==> config.mk <==
export PLATFORM = sky130hd
export DESIGN_NAME = ao_periph_top
export DESIGN_NICKNAME = d
export VERILOG_FILES = /design/src/common/ao_pkg.sv /design/src/verilog/ao_periph_top.sv /design/src/power_manager/power_manager.sv /design/src/aon_timer/aon_timer.sv /design/src/verilog/soc_ctrl.sv /design/src/verilog/obi_reg_bridge.sv
export SDC_FILE = /design/constraint.sdc
export NUM_CORES = 1
export LEC_CHECK = 0
export ABC_AREA = 1
export BUFFER_PORTS_ARGS = -buffer_cell sky130_fd_sc_hd__buf_4
export CAP_MARGIN = 15
export CORE_ASPECT_RATIO = 0.8
export CORE_UTILIZATION = 48
export CTS_BUF_LIST = sky130_fd_sc_hd__clkbuf_4
export CTS_CLUSTER_SIZE = 28
export DETAILED_ROUTE_END_ITERATION = 12
export PLACE_DENSITY = 0.71
export SYNTH_ARGS = -nofsm -noshare
export SYNTH_HDL_FRONTEND = slang
export SYNTH_HIERARCHICAL = 1
export SYNTH_SLANG_ARGS = --single-unit
==> constraint.sdc <==
create_clock -name clk_i -period 3.3 [get_ports clk_i]
set_input_delay 0.165 -clock clk_i [delete_from_list [all_inputs] [get_ports clk_i]]
set_output_delay 0.165 -clock clk_i [all_outputs]
set_load 0.1 [all_outputs]
==> src/common/ao_pkg.sv <==
// ================================================
// Register map of the always-on peripherals
// Bits 1:0 of the address are ignored by every register
// ================================================

package ao_pkg;

  // Bus address, whole word or decoded fields
  typedef union packed {
    logic [31:0] raw;
    struct packed {
      logic [19:0] base;
      logic [3:0]  index;
      logic [5:0]  offset;
      logic [1:0]  byte_sel;
    } fields;
  } ao_addr_u;

  // Peripheral slots behind the bridge
  localparam int unsigned SOC_CTRL_IDX      = 0;
  localparam int unsigned AON_TIMER_IDX     = 1;
  localparam int unsigned POWER_MANAGER_IDX = 2;
  localparam int unsigned NUM_AO_PERIPH     = 3;

  // SoC control
  localparam logic [5:0] EXIT_VALID_OFS  = 6'd0;
  localparam logic [5:0] EXIT_VALUE_OFS  = 6'd1;
  localparam logic [5:0] BOOT_SELECT_OFS = 6'd2;

  // Timer
  localparam logic [5:0] TIMER_CTRL_OFS  = 6'd0;
  localparam logic [5:0] TIMER_COUNT_OFS = 6'd1;
  localparam logic [5:0] TIMER_CMP_OFS   = 6'd2;

  // Power manager
  localparam logic [5:0] PM_ENABLE_OFS = 6'd0;
  localparam logic [5:0] PM_STATE_OFS  = 6'd1;

  localparam logic [31:0] UNMAPPED_RDATA = 32'hdead_beef;

  typedef enum logic [1:0] {
    ACTIVE     = 2'd0,
    RESET_HOLD = 2'd1,
    GATED      = 2'd2,
    POWER_UP   = 2'd3
  } pm_state_e;

  // Byte lane merge for partial writes
  function automatic logic [31:0] be_merge(input logic [31:0] old_val,
                                           input logic [31:0] new_val,
                                           input logic [3:0]  be);
    logic [31:0] res;
    res = old_val;
    for (int b = 0; b < 4; b++) begin
      if (be[b]) begin
        res[8*b +: 8] = new_val[8*b +: 8];
      end
    end
    return res;
  endfunction

endpackage : ao_pkg
==> src/verilog/ao_periph_top.sv <==
// ================================================
// Always-on subsystem behind one OBI slave port
// BASE_ADDR must be 4 KiB aligned
// ================================================
`timescale 1ns/1ps

module ao_periph_top #(
  parameter logic [31:0] BASE_ADDR = 32'h2000_0000
) (
  input  logic        clk_i,
  input  logic        rst_n_i,

  input  logic        req_i,
  input  logic [31:0] addr_i,
  input  logic        we_i,
  input  logic [3:0]  be_i,
  input  logic [31:0] wdata_i,
  output logic        gnt_o,
  output logic        rvalid_o,
  output logic [31:0] rdata_o,

  input  logic        boot_select_i,
  input  logic        core_sleep_i,
  output logic        exit_valid_o,
  output logic [31:0] exit_value_o,
  output logic        timer_irq_o,
  output logic        cpu_powergate_o,
  output logic        cpu_rst_n_o
);

  import ao_pkg::*;

  logic [NUM_AO_PERIPH-1:0] reg_we;
  logic [NUM_AO_PERIPH-1:0] reg_re;
  logic [5:0]               reg_offset;
  logic [31:0]              reg_wdata;
  logic [3:0]               reg_be;

  logic [31:0] soc_rdata;
  logic [31:0] timer_rdata;
  logic [31:0] pm_rdata;
  logic        timer_irq;

  obi_reg_bridge #(
    .BASE_ADDR(BASE_ADDR)
  ) obi_reg_bridge_i (
    .clk_i,
    .rst_n_i,
    .req_i,
    .addr_i,
    .we_i,
    .be_i,
    .wdata_i,
    .gnt_o,
    .rvalid_o,
    .rdata_o,
    .reg_we_o     (reg_we),
    .reg_re_o     (reg_re),
    .reg_offset_o (reg_offset),
    .reg_wdata_o  (reg_wdata),
    .reg_be_o     (reg_be),
    .soc_rdata_i  (soc_rdata),
    .timer_rdata_i(timer_rdata),
    .pm_rdata_i   (pm_rdata)
  );

  soc_ctrl soc_ctrl_i (
    .clk_i,
    .rst_n_i,
    .we_i         (reg_we[SOC_CTRL_IDX]),
    .re_i         (reg_re[SOC_CTRL_IDX]),
    .offset_i     (reg_offset),
    .wdata_i      (reg_wdata),
    .be_i         (reg_be),
    .boot_select_i,
    .rdata_o      (soc_rdata),
    .exit_valid_o,
    .exit_value_o
  );

  aon_timer aon_timer_i (
    .clk_i,
    .rst_n_i,
    .we_i    (reg_we[AON_TIMER_IDX]),
    .re_i    (reg_re[AON_TIMER_IDX]),
    .offset_i(reg_offset),
    .wdata_i (reg_wdata),
    .be_i    (reg_be),
    .rdata_o (timer_rdata),
    .irq_o   (timer_irq)
  );

  power_manager power_manager_i (
    .clk_i,
    .rst_n_i,
    .we_i           (reg_we[POWER_MANAGER_IDX]),
    .re_i           (reg_re[POWER_MANAGER_IDX]),
    .offset_i       (reg_offset),
    .wdata_i        (reg_wdata),
    .be_i           (reg_be),
    .core_sleep_i,
    .irq_i          (timer_irq),
    .rdata_o        (pm_rdata),
    .cpu_powergate_o,
    .cpu_rst_n_o
  );

  assign timer_irq_o = timer_irq;

endmodule : ao_periph_top

==> src/power_manager/power_manager.sv <==
// ================================================
// CPU domain sleep/wake sequencer
// Wake source is the timer irq only, while gated
// ================================================
`timescale 1ns/1ps

module power_manager (
  input  logic        clk_i,
  input  logic        rst_n_i,
  input  logic        we_i,
  input  logic        re_i,
  input  logic [5:0]  offset_i,
  input  logic [31:0] wdata_i,
  input  logic [3:0]  be_i,
  input  logic        core_sleep_i,
  input  logic        irq_i,
  output logic [31:0] rdata_o,
  output logic        cpu_powergate_o,
  output logic        cpu_rst_n_o
);

  import ao_pkg::*;

  pm_state_e   state_q;
  pm_state_e   state_d;
  logic        enable_q;
  logic [31:0] rdata_mux;

  always_comb begin
    state_d = state_q;
    case (state_q)
      ACTIVE: begin
        if (core_sleep_i && enable_q) begin
          state_d = RESET_HOLD;
        end
      end
      // Reset asserted a cycle before the switch opens
      RESET_HOLD: state_d = GATED;
      GATED: begin
        if (irq_i) begin
          state_d = POWER_UP;
        end
      end
      // Power back first, reset released next cycle
      POWER_UP: state_d = ACTIVE;
      default:  state_d = ACTIVE;
    endcase
  end

  always_ff @(posedge clk_i) begin
    if (!rst_n_i) begin
      state_q  <= ACTIVE;
      enable_q <= 1'b0;
    end else begin
      state_q <= state_d;
      if (we_i && offset_i == PM_ENABLE_OFS && be_i[0]) begin
        enable_q <= wdata_i[0];
      end
    end
  end

  assign cpu_rst_n_o     = (state_q == ACTIVE);
  assign cpu_powergate_o = (state_q == GATED);

  always_comb begin
    case (offset_i)
      PM_ENABLE_OFS: rdata_mux = {31'h0, enable_q};
      PM_STATE_OFS:  rdata_mux = {30'h0, state_q};
      default:       rdata_mux = UNMAPPED_RDATA;
    endcase
  end

  assign rdata_o = re_i ? rdata_mux : 32'h0;

  // Gate only ever closes onto a domain already in reset
  a_gate_in_reset: assert property (@(posedge clk_i) disable iff (!rst_n_i)
    cpu_powergate_o |-> !cpu_rst_n_o && $past(!cpu_rst_n_o));

endmodule : power_manager

==> src/aon_timer/aon_timer.sv <==
// ================================================
// Always-on 32-bit timer with compare interrupt
// Counter wraps silently, irq is a level
// ================================================
`timescale 1ns/1ps

module aon_timer (
  input  logic        clk_i,
  input  logic        rst_n_i,
  input  logic        we_i,
  input  logic        re_i,
  input  logic [5:0]  offset_i,
  input  logic [31:0] wdata_i,
  input  logic [3:0]  be_i,
  output logic [31:0] rdata_o,
  output logic        irq_o
);

  import ao_pkg::*;

  logic        enable_q;
  logic [31:0] count_q;
  logic [31:0] cmp_q;
  logic        irq_q;
  logic [31:0] rdata_mux;

  always_ff @(posedge clk_i) begin
    if (!rst_n_i) begin
      enable_q <= 1'b0;
      count_q  <= 32'h0;
      cmp_q    <= 32'h0;
      irq_q    <= 1'b0;
    end else begin
      // Software write wins over the increment
      if (we_i && offset_i == TIMER_COUNT_OFS) begin
        count_q <= be_merge(count_q, wdata_i, be_i);
      end else if (enable_q) begin
        count_q <= count_q + 32'd1;
      end

      if (we_i && offset_i == TIMER_CTRL_OFS && be_i[0]) begin
        enable_q <= wdata_i[0];
      end

      if (we_i && offset_i == TIMER_CMP_OFS) begin
        cmp_q <= be_merge(cmp_q, wdata_i, be_i);
      end

      irq_q <= enable_q && (count_q >= cmp_q);
    end
  end

  always_comb begin
    case (offset_i)
      TIMER_CTRL_OFS:  rdata_mux = {31'h0, enable_q};
      TIMER_COUNT_OFS: rdata_mux = count_q;
      TIMER_CMP_OFS:   rdata_mux = cmp_q;
      default:         rdata_mux = UNMAPPED_RDATA;
    endcase
  end

  // Read data only driven during a read strobe
  assign rdata_o = re_i ? rdata_mux : 32'h0;
  assign irq_o   = irq_q;

  a_irq_needs_enable: assert property (@(posedge clk_i) disable iff (!rst_n_i)
    !enable_q |=> !irq_o);

endmodule : aon_timer

==> src/verilog/soc_ctrl.sv <==
// ================================================
// Exit status and boot-select readback
// Exit value honors byte enables
// ================================================
`timescale 1ns/1ps

module soc_ctrl (
  input  logic        clk_i,
  input  logic        rst_n_i,
  input  logic        we_i,
  input  logic        re_i,
  input  logic [5:0]  offset_i,
  input  logic [31:0] wdata_i,
  input  logic [3:0]  be_i,
  input  logic        boot_select_i,
  output logic [31:0] rdata_o,
  output logic        exit_valid_o,
  output logic [31:0] exit_value_o
);

  import ao_pkg::*;

  logic        exit_valid_q;
  logic [31:0] exit_value_q;

  always_ff @(posedge clk_i) begin
    if (!rst_n_i) begin
      exit_valid_q <= 1'b0;
      exit_value_q <= 32'h0;
    end else if (we_i) begin
      if (offset_i == EXIT_VALID_OFS && be_i[0]) begin
        exit_valid_q <= wdata_i[0];
      end
      if (offset_i == EXIT_VALUE_OFS) begin
        exit_value_q <= be_merge(exit_value_q, wdata_i, be_i);
      end
    end
  end

  always_comb begin
    case (offset_i)
      EXIT_VALID_OFS:  rdata_o = {31'h0, exit_valid_q};
      EXIT_VALUE_OFS:  rdata_o = exit_value_q;
      BOOT_SELECT_OFS: rdata_o = {31'h0, boot_select_i};
      default:         rdata_o = UNMAPPED_RDATA;
    endcase
  end

  assign exit_valid_o = exit_valid_q;
  assign exit_value_o = exit_value_q;

  // Bridge strobes one direction per grant
  a_no_we_with_re: assert property (@(posedge clk_i) disable iff (!rst_n_i)
    !(we_i && re_i));

endmodule : soc_ctrl

==> src/verilog/obi_reg_bridge.sv <==
// ================================================
// OBI slave to register bus, one access in flight
// Response always one cycle after grant, no errors
// ================================================
`timescale 1ns/1ps

module obi_reg_bridge #(
  parameter logic [31:0] BASE_ADDR = 32'h2000_0000
) (
  input  logic        clk_i,
  input  logic        rst_n_i,

  input  logic        req_i,
  input  logic [31:0] addr_i,
  input  logic        we_i,
  input  logic [3:0]  be_i,
  input  logic [31:0] wdata_i,
  output logic        gnt_o,
  output logic        rvalid_o,
  output logic [31:0] rdata_o,

  output logic [ao_pkg::NUM_AO_PERIPH-1:0] reg_we_o,
  output logic [ao_pkg::NUM_AO_PERIPH-1:0] reg_re_o,
  output logic [5:0]                       reg_offset_o,
  output logic [31:0]                      reg_wdata_o,
  output logic [3:0]                       reg_be_o,
  input  logic [31:0]                      soc_rdata_i,
  input  logic [31:0]                      timer_rdata_i,
  input  logic [31:0]                      pm_rdata_i
);

  import ao_pkg::*;

  ao_addr_u                 addr;
  logic                     base_hit;
  logic [NUM_AO_PERIPH-1:0] sel;
  logic [31:0]              rdata_sel;
  logic                     pending_q;
  logic [31:0]              rdata_q;

  assign addr.raw = addr_i;
  assign base_hit = (addr.fields.base == BASE_ADDR[31:12]);

  // Grant only when no response is owed
  assign gnt_o = req_i & ~pending_q;

  always_comb begin
    for (int i = 0; i < NUM_AO_PERIPH; i++) begin
      sel[i] = base_hit && (addr.fields.index == 4'(i));
    end
  end

  assign reg_we_o     = sel & {NUM_AO_PERIPH{gnt_o & we_i}};
  assign reg_re_o     = sel & {NUM_AO_PERIPH{gnt_o & ~we_i}};
  assign reg_offset_o = addr.fields.offset;
  assign reg_wdata_o  = wdata_i;
  assign reg_be_o     = be_i;

  always_comb begin
    rdata_sel = UNMAPPED_RDATA;
    if (base_hit) begin
      case (addr.fields.index)
        4'(SOC_CTRL_IDX):      rdata_sel = soc_rdata_i;
        4'(AON_TIMER_IDX):     rdata_sel = timer_rdata_i;
        4'(POWER_MANAGER_IDX): rdata_sel = pm_rdata_i;
        default:               rdata_sel = UNMAPPED_RDATA;
      endcase
    end
  end

  always_ff @(posedge clk_i) begin
    if (!rst_n_i) begin
      pending_q <= 1'b0;
    end else begin
      pending_q <= gnt_o;
    end
  end

  // Writes answer with zero data
  always_ff @(posedge clk_i) begin
    if (gnt_o) begin
      rdata_q <= we_i ? 32'h0 : rdata_sel;
    end
  end

  assign rvalid_o = pending_q;
  assign rdata_o  = rdata_q;

  a_one_strobe: assert property (@(posedge clk_i) disable iff (!rst_n_i)
    $onehot0(reg_we_o | reg_re_o));

  a_rvalid_after_gnt: assert property (@(posedge clk_i) disable iff (!rst_n_i)
    gnt_o |=> rvalid_o);

endmodule : obi_reg_bridge

==> results.sh <==
export IMPL_status="finished, final reports clean"
export IMPL_slew_headroom=0.438
export IMPL_initial_core_util=0.494
export IMPL_reg2reg_depth=12
export IMPL_nNetsFinal=1770
export IMPL_grtUsageTotal=0.290
export IMPL_crit_arrival_ns=3.04
export IMPL_swShare=0.322
export IMPL_grt_pass1_vias=9183
export IMPL_detailedRoute_firstPassIterationCount=6
export IMPL_cap_violations=0
export IMPL_fin_util=0.566
export IMPL_grt_pass1_wl_mm=47.3
export IMPL_power_frac_clock=0.339
export IMPL_top_level_ports=144
export IMPL_switching_power_w=0.00120
export IMPL_pwr_share_seq=0.468
export IMPL_synth_area_per_cell_um2=6.32
export IMPL_cts_tree="built"
export IMPL_finalSetupViolations=0
export IMPL_path_common_cell="nand2_1"
export IMPL_cp_required_ns=3.71
export IMPL_p_int_w=0.00252
export IMPL_slew_viol_final=0
export IMPL_grt_max_degree=50
export IMPL_design_area_um2=11300
export IMPL_clock_skew_ns=0.0218
export IMPL_h_tree_depth=4
export IMPL_post_dp_cell_area_um2=10600
export IMPL_hold_start="addr_i[2]"
export IMPL_antenna_cells=0
export IMPL_multi_input_area_um2=5250
export IMPL_rsz0062_at_grt="no"
export IMPL_clock_sinks=135
export IMPL_worstPathCellList="inv_1 -> nand2_1 -> clkinvlp_4 -> buf_4 -> nand2_1 -> nor2_1 -> nand2_2 -> inv_1 -> nand3_1 -> nand2_1 -> nor2_1 -> a21oi_1"
export IMPL_critPathMaxStageDelay_ns=0.51
export IMPL_die_h_um=130
export IMPL_hold_worst_slack_ns=0.0301
export IMPL_setup_tns_ns=0
export IMPL_cts_root_buffer="clkbuf_4"
export IMPL_critPathSlowestCell="inv_1"
export IMPL_nFillCells=1969
export IMPL_comb_power_share=0.194
export IMPL_crit_type="reg -> reg"
export IMPL_antenna_found_initial=0
export IMPL_endpoint_kind="register"
export IMPL_peakVddDrop_v=0.000713
export IMPL_synthCells=1567
export IMPL_drtAntennaViolNets=0
export IMPL_period_share=0.798
export IMPL_cts_inserted_buffers=17
export IMPL_r2r_setup_slack_ns=0.67
export IMPL_fmax_ghz=0.380
export IMPL_wirelength_mm=30.4
export IMPL_drcViolationCount=0
export IMPL_worstMarginPinSlew_ns=0.835
export IMPL_rows=46
export IMPL_ys_warn_count=6
export IMPL_worstHoldPathCells=4
export IMPL_worstPathMaxFanout=34
export IMPL_finalCriticalPeriod_ns=2.63
export IMPL_fp_dieW_um=163
export IMPL_clock_latency_ns=0.59
export IMPL_p_leak_nw=4.97
export IMPL_vias=10318
export IMPL_hold_class="in -> reg"
export IMPL_clockBufferDepth=2
export IMPL_p_total_w=0.00372
export IMPL_die_area_um2=21200
export IMPL_drt_initial_drc_count=1266
export IMPL_portBuffers=141
export IMPL_area_delta_synth_final_pct=14.4
export IMPL_hold_viol=0
export IMPL_drive_gt1_frac=0.142
export IMPL_setup_worst_path_start_class="register"
export IMPL_seqCellArea_um2=3020
export IMPL_gp_congestion=0.951
export IMPL_synth_area_um2=9900
export IMPL_rr_startpoint="obi_reg_bridge_i/rvalid_o"
export IMPL_wl_per_cell_um=15.7
export IMPL_cts_resized=0
export IMPL_coreArea_um2=20000
export IMPL_power_density_nw_per_um2=328
export IMPL_post_dp_hpwl_mm=22.4
export IMPL_path_clk_slew_ns=0.12
export IMPL_viasPerCell=5.33
export IMPL_r2r_end="obi_reg_bridge_i/rdata_o[10]"
export IMPL_hold_end="power_manager_i/enable_q"
export IMPL_grt_remaining_overflow=0
-- timing repair --
action | CTS | global route
hold buffers | 38 | 0
hold endpoints to repair | 98 | 0
setup buffers | 0 | 0
-- metrics by stage --
step                      setup WS, ns  cells
final                            0.665   1937
after global routing             0.409   1937
after floorplan                  0.260   1574
after global placement           0.653   1868
after CTS                        0.701   1937
after detailed placement         0.638   1868
-- power by group through the flow --
stage	registers (W)	logic (W)	clock network (W)
2_1_floorplan	0.00194	0.000371	0
3_3_place_gp	0.00178	0.000672	0
3_5_place_dp	0.00178	0.000679	0
4_1_cts	0.00174	0.000716	0.00127
5_1_grt	0.00174	0.000764	0.00135
6_report	0.00174	0.000720	0.00126
-- registers in the layout, summed over array words and instances, names as in the netlist --
| name | cells |
|---|---|
| power_manager_i/enable_q | 1 |
| power_manager_i/state_q | 2 |
| aon_timer_i/count_q | 32 |
| aon_timer_i/cmp_q | 32 |
| obi_reg_bridge_i/rvalid_o | 1 |
| soc_ctrl_i/exit_value_o | 32 |
| aon_timer_i/enable_q | 1 |
| soc_ctrl_i/exit_valid_o | 1 |
| obi_reg_bridge_i/rdata_o | 32 |
| aon_timer_i/irq_o | 1 |
-- critical path, delay by kind of cell, from the launching register on --
kind	cells	cell delay, ns
AOI/OAI and AO/OA	1	0.19
buffers and inverters	4	1.02
DFF	1	0.34
and+or+nand+nor	7	0.91
-- worst max-delay path by stage --
stage / startpoint / slack [ns] / end
after floorplan: obi_reg_bridge_i/rvalid_o / 0.26 / obi_reg_bridge_i/rdata_o[10]
after global routing: obi_reg_bridge_i/rvalid_o / 0.41 / obi_reg_bridge_i/rdata_o[10]
after global placement: addr_i[13] / 0.65 / aon_timer_i/count_q[9]
after CTS: obi_reg_bridge_i/rvalid_o / 0.70 / obi_reg_bridge_i/rdata_o[12]
after detailed placement: addr_i[13] / 0.64 / aon_timer_i/count_q[11]
final: obi_reg_bridge_i/rvalid_o / 0.67 / obi_reg_bridge_i/rdata_o[10]
-- cells in the final DEF, fill, tap and decap left out, types with 3 or more instances in the layout --
cell / count
nand2_1: 387
nor2_1: 226
inv_1: 209
buf_4: 161
nand3_1: 150
a21oi_1: 112
dfxtp_1: 102
o21ai_0: 66
dlygate4sd3_1: 38
ha_1: 35
edfxtp_1: 32
o221ai_1: 19
clkbuf_4: 17
nor2_4: 14
nor3_1: 10
inv_2: 8
conb_1: 8
nand2_2: 7
o21ai_1: 7
nor2_2: 5
or2_2: 5
nand3b_1: 4
clkinv_1: 4
o211ai_1: 4
nand4_1: 4
bufinv_16: 4
xor2_1: 3
clkinv_2: 3
clkinv_4: 3
-- final cells by class --
class / instances / area share
flip-flops and latches: 135 / 0.267
inverters: 220 / 0.0732
repair buffers: 199 / 0.140
clock buffers: 17 / 0.0113
clock inverters: 14 / 0.0161
multi-input cells: 1088 / 0.463
well taps: 264 / 0.0292
-- metal layers --
metal | vias up | global-route usage | part of all wire
met5 | - | 0 | 0
met2 | 445 | 0.446 | 0.44
met3 | 57 | 0.0559 | 0.086
met1 | 4734 | 0.398 | 0.44
li1 | 5082 | - | -
met4 | 0 | 0.120 | 0.030
Note: power is estimated with default switching activity, not from simulation.
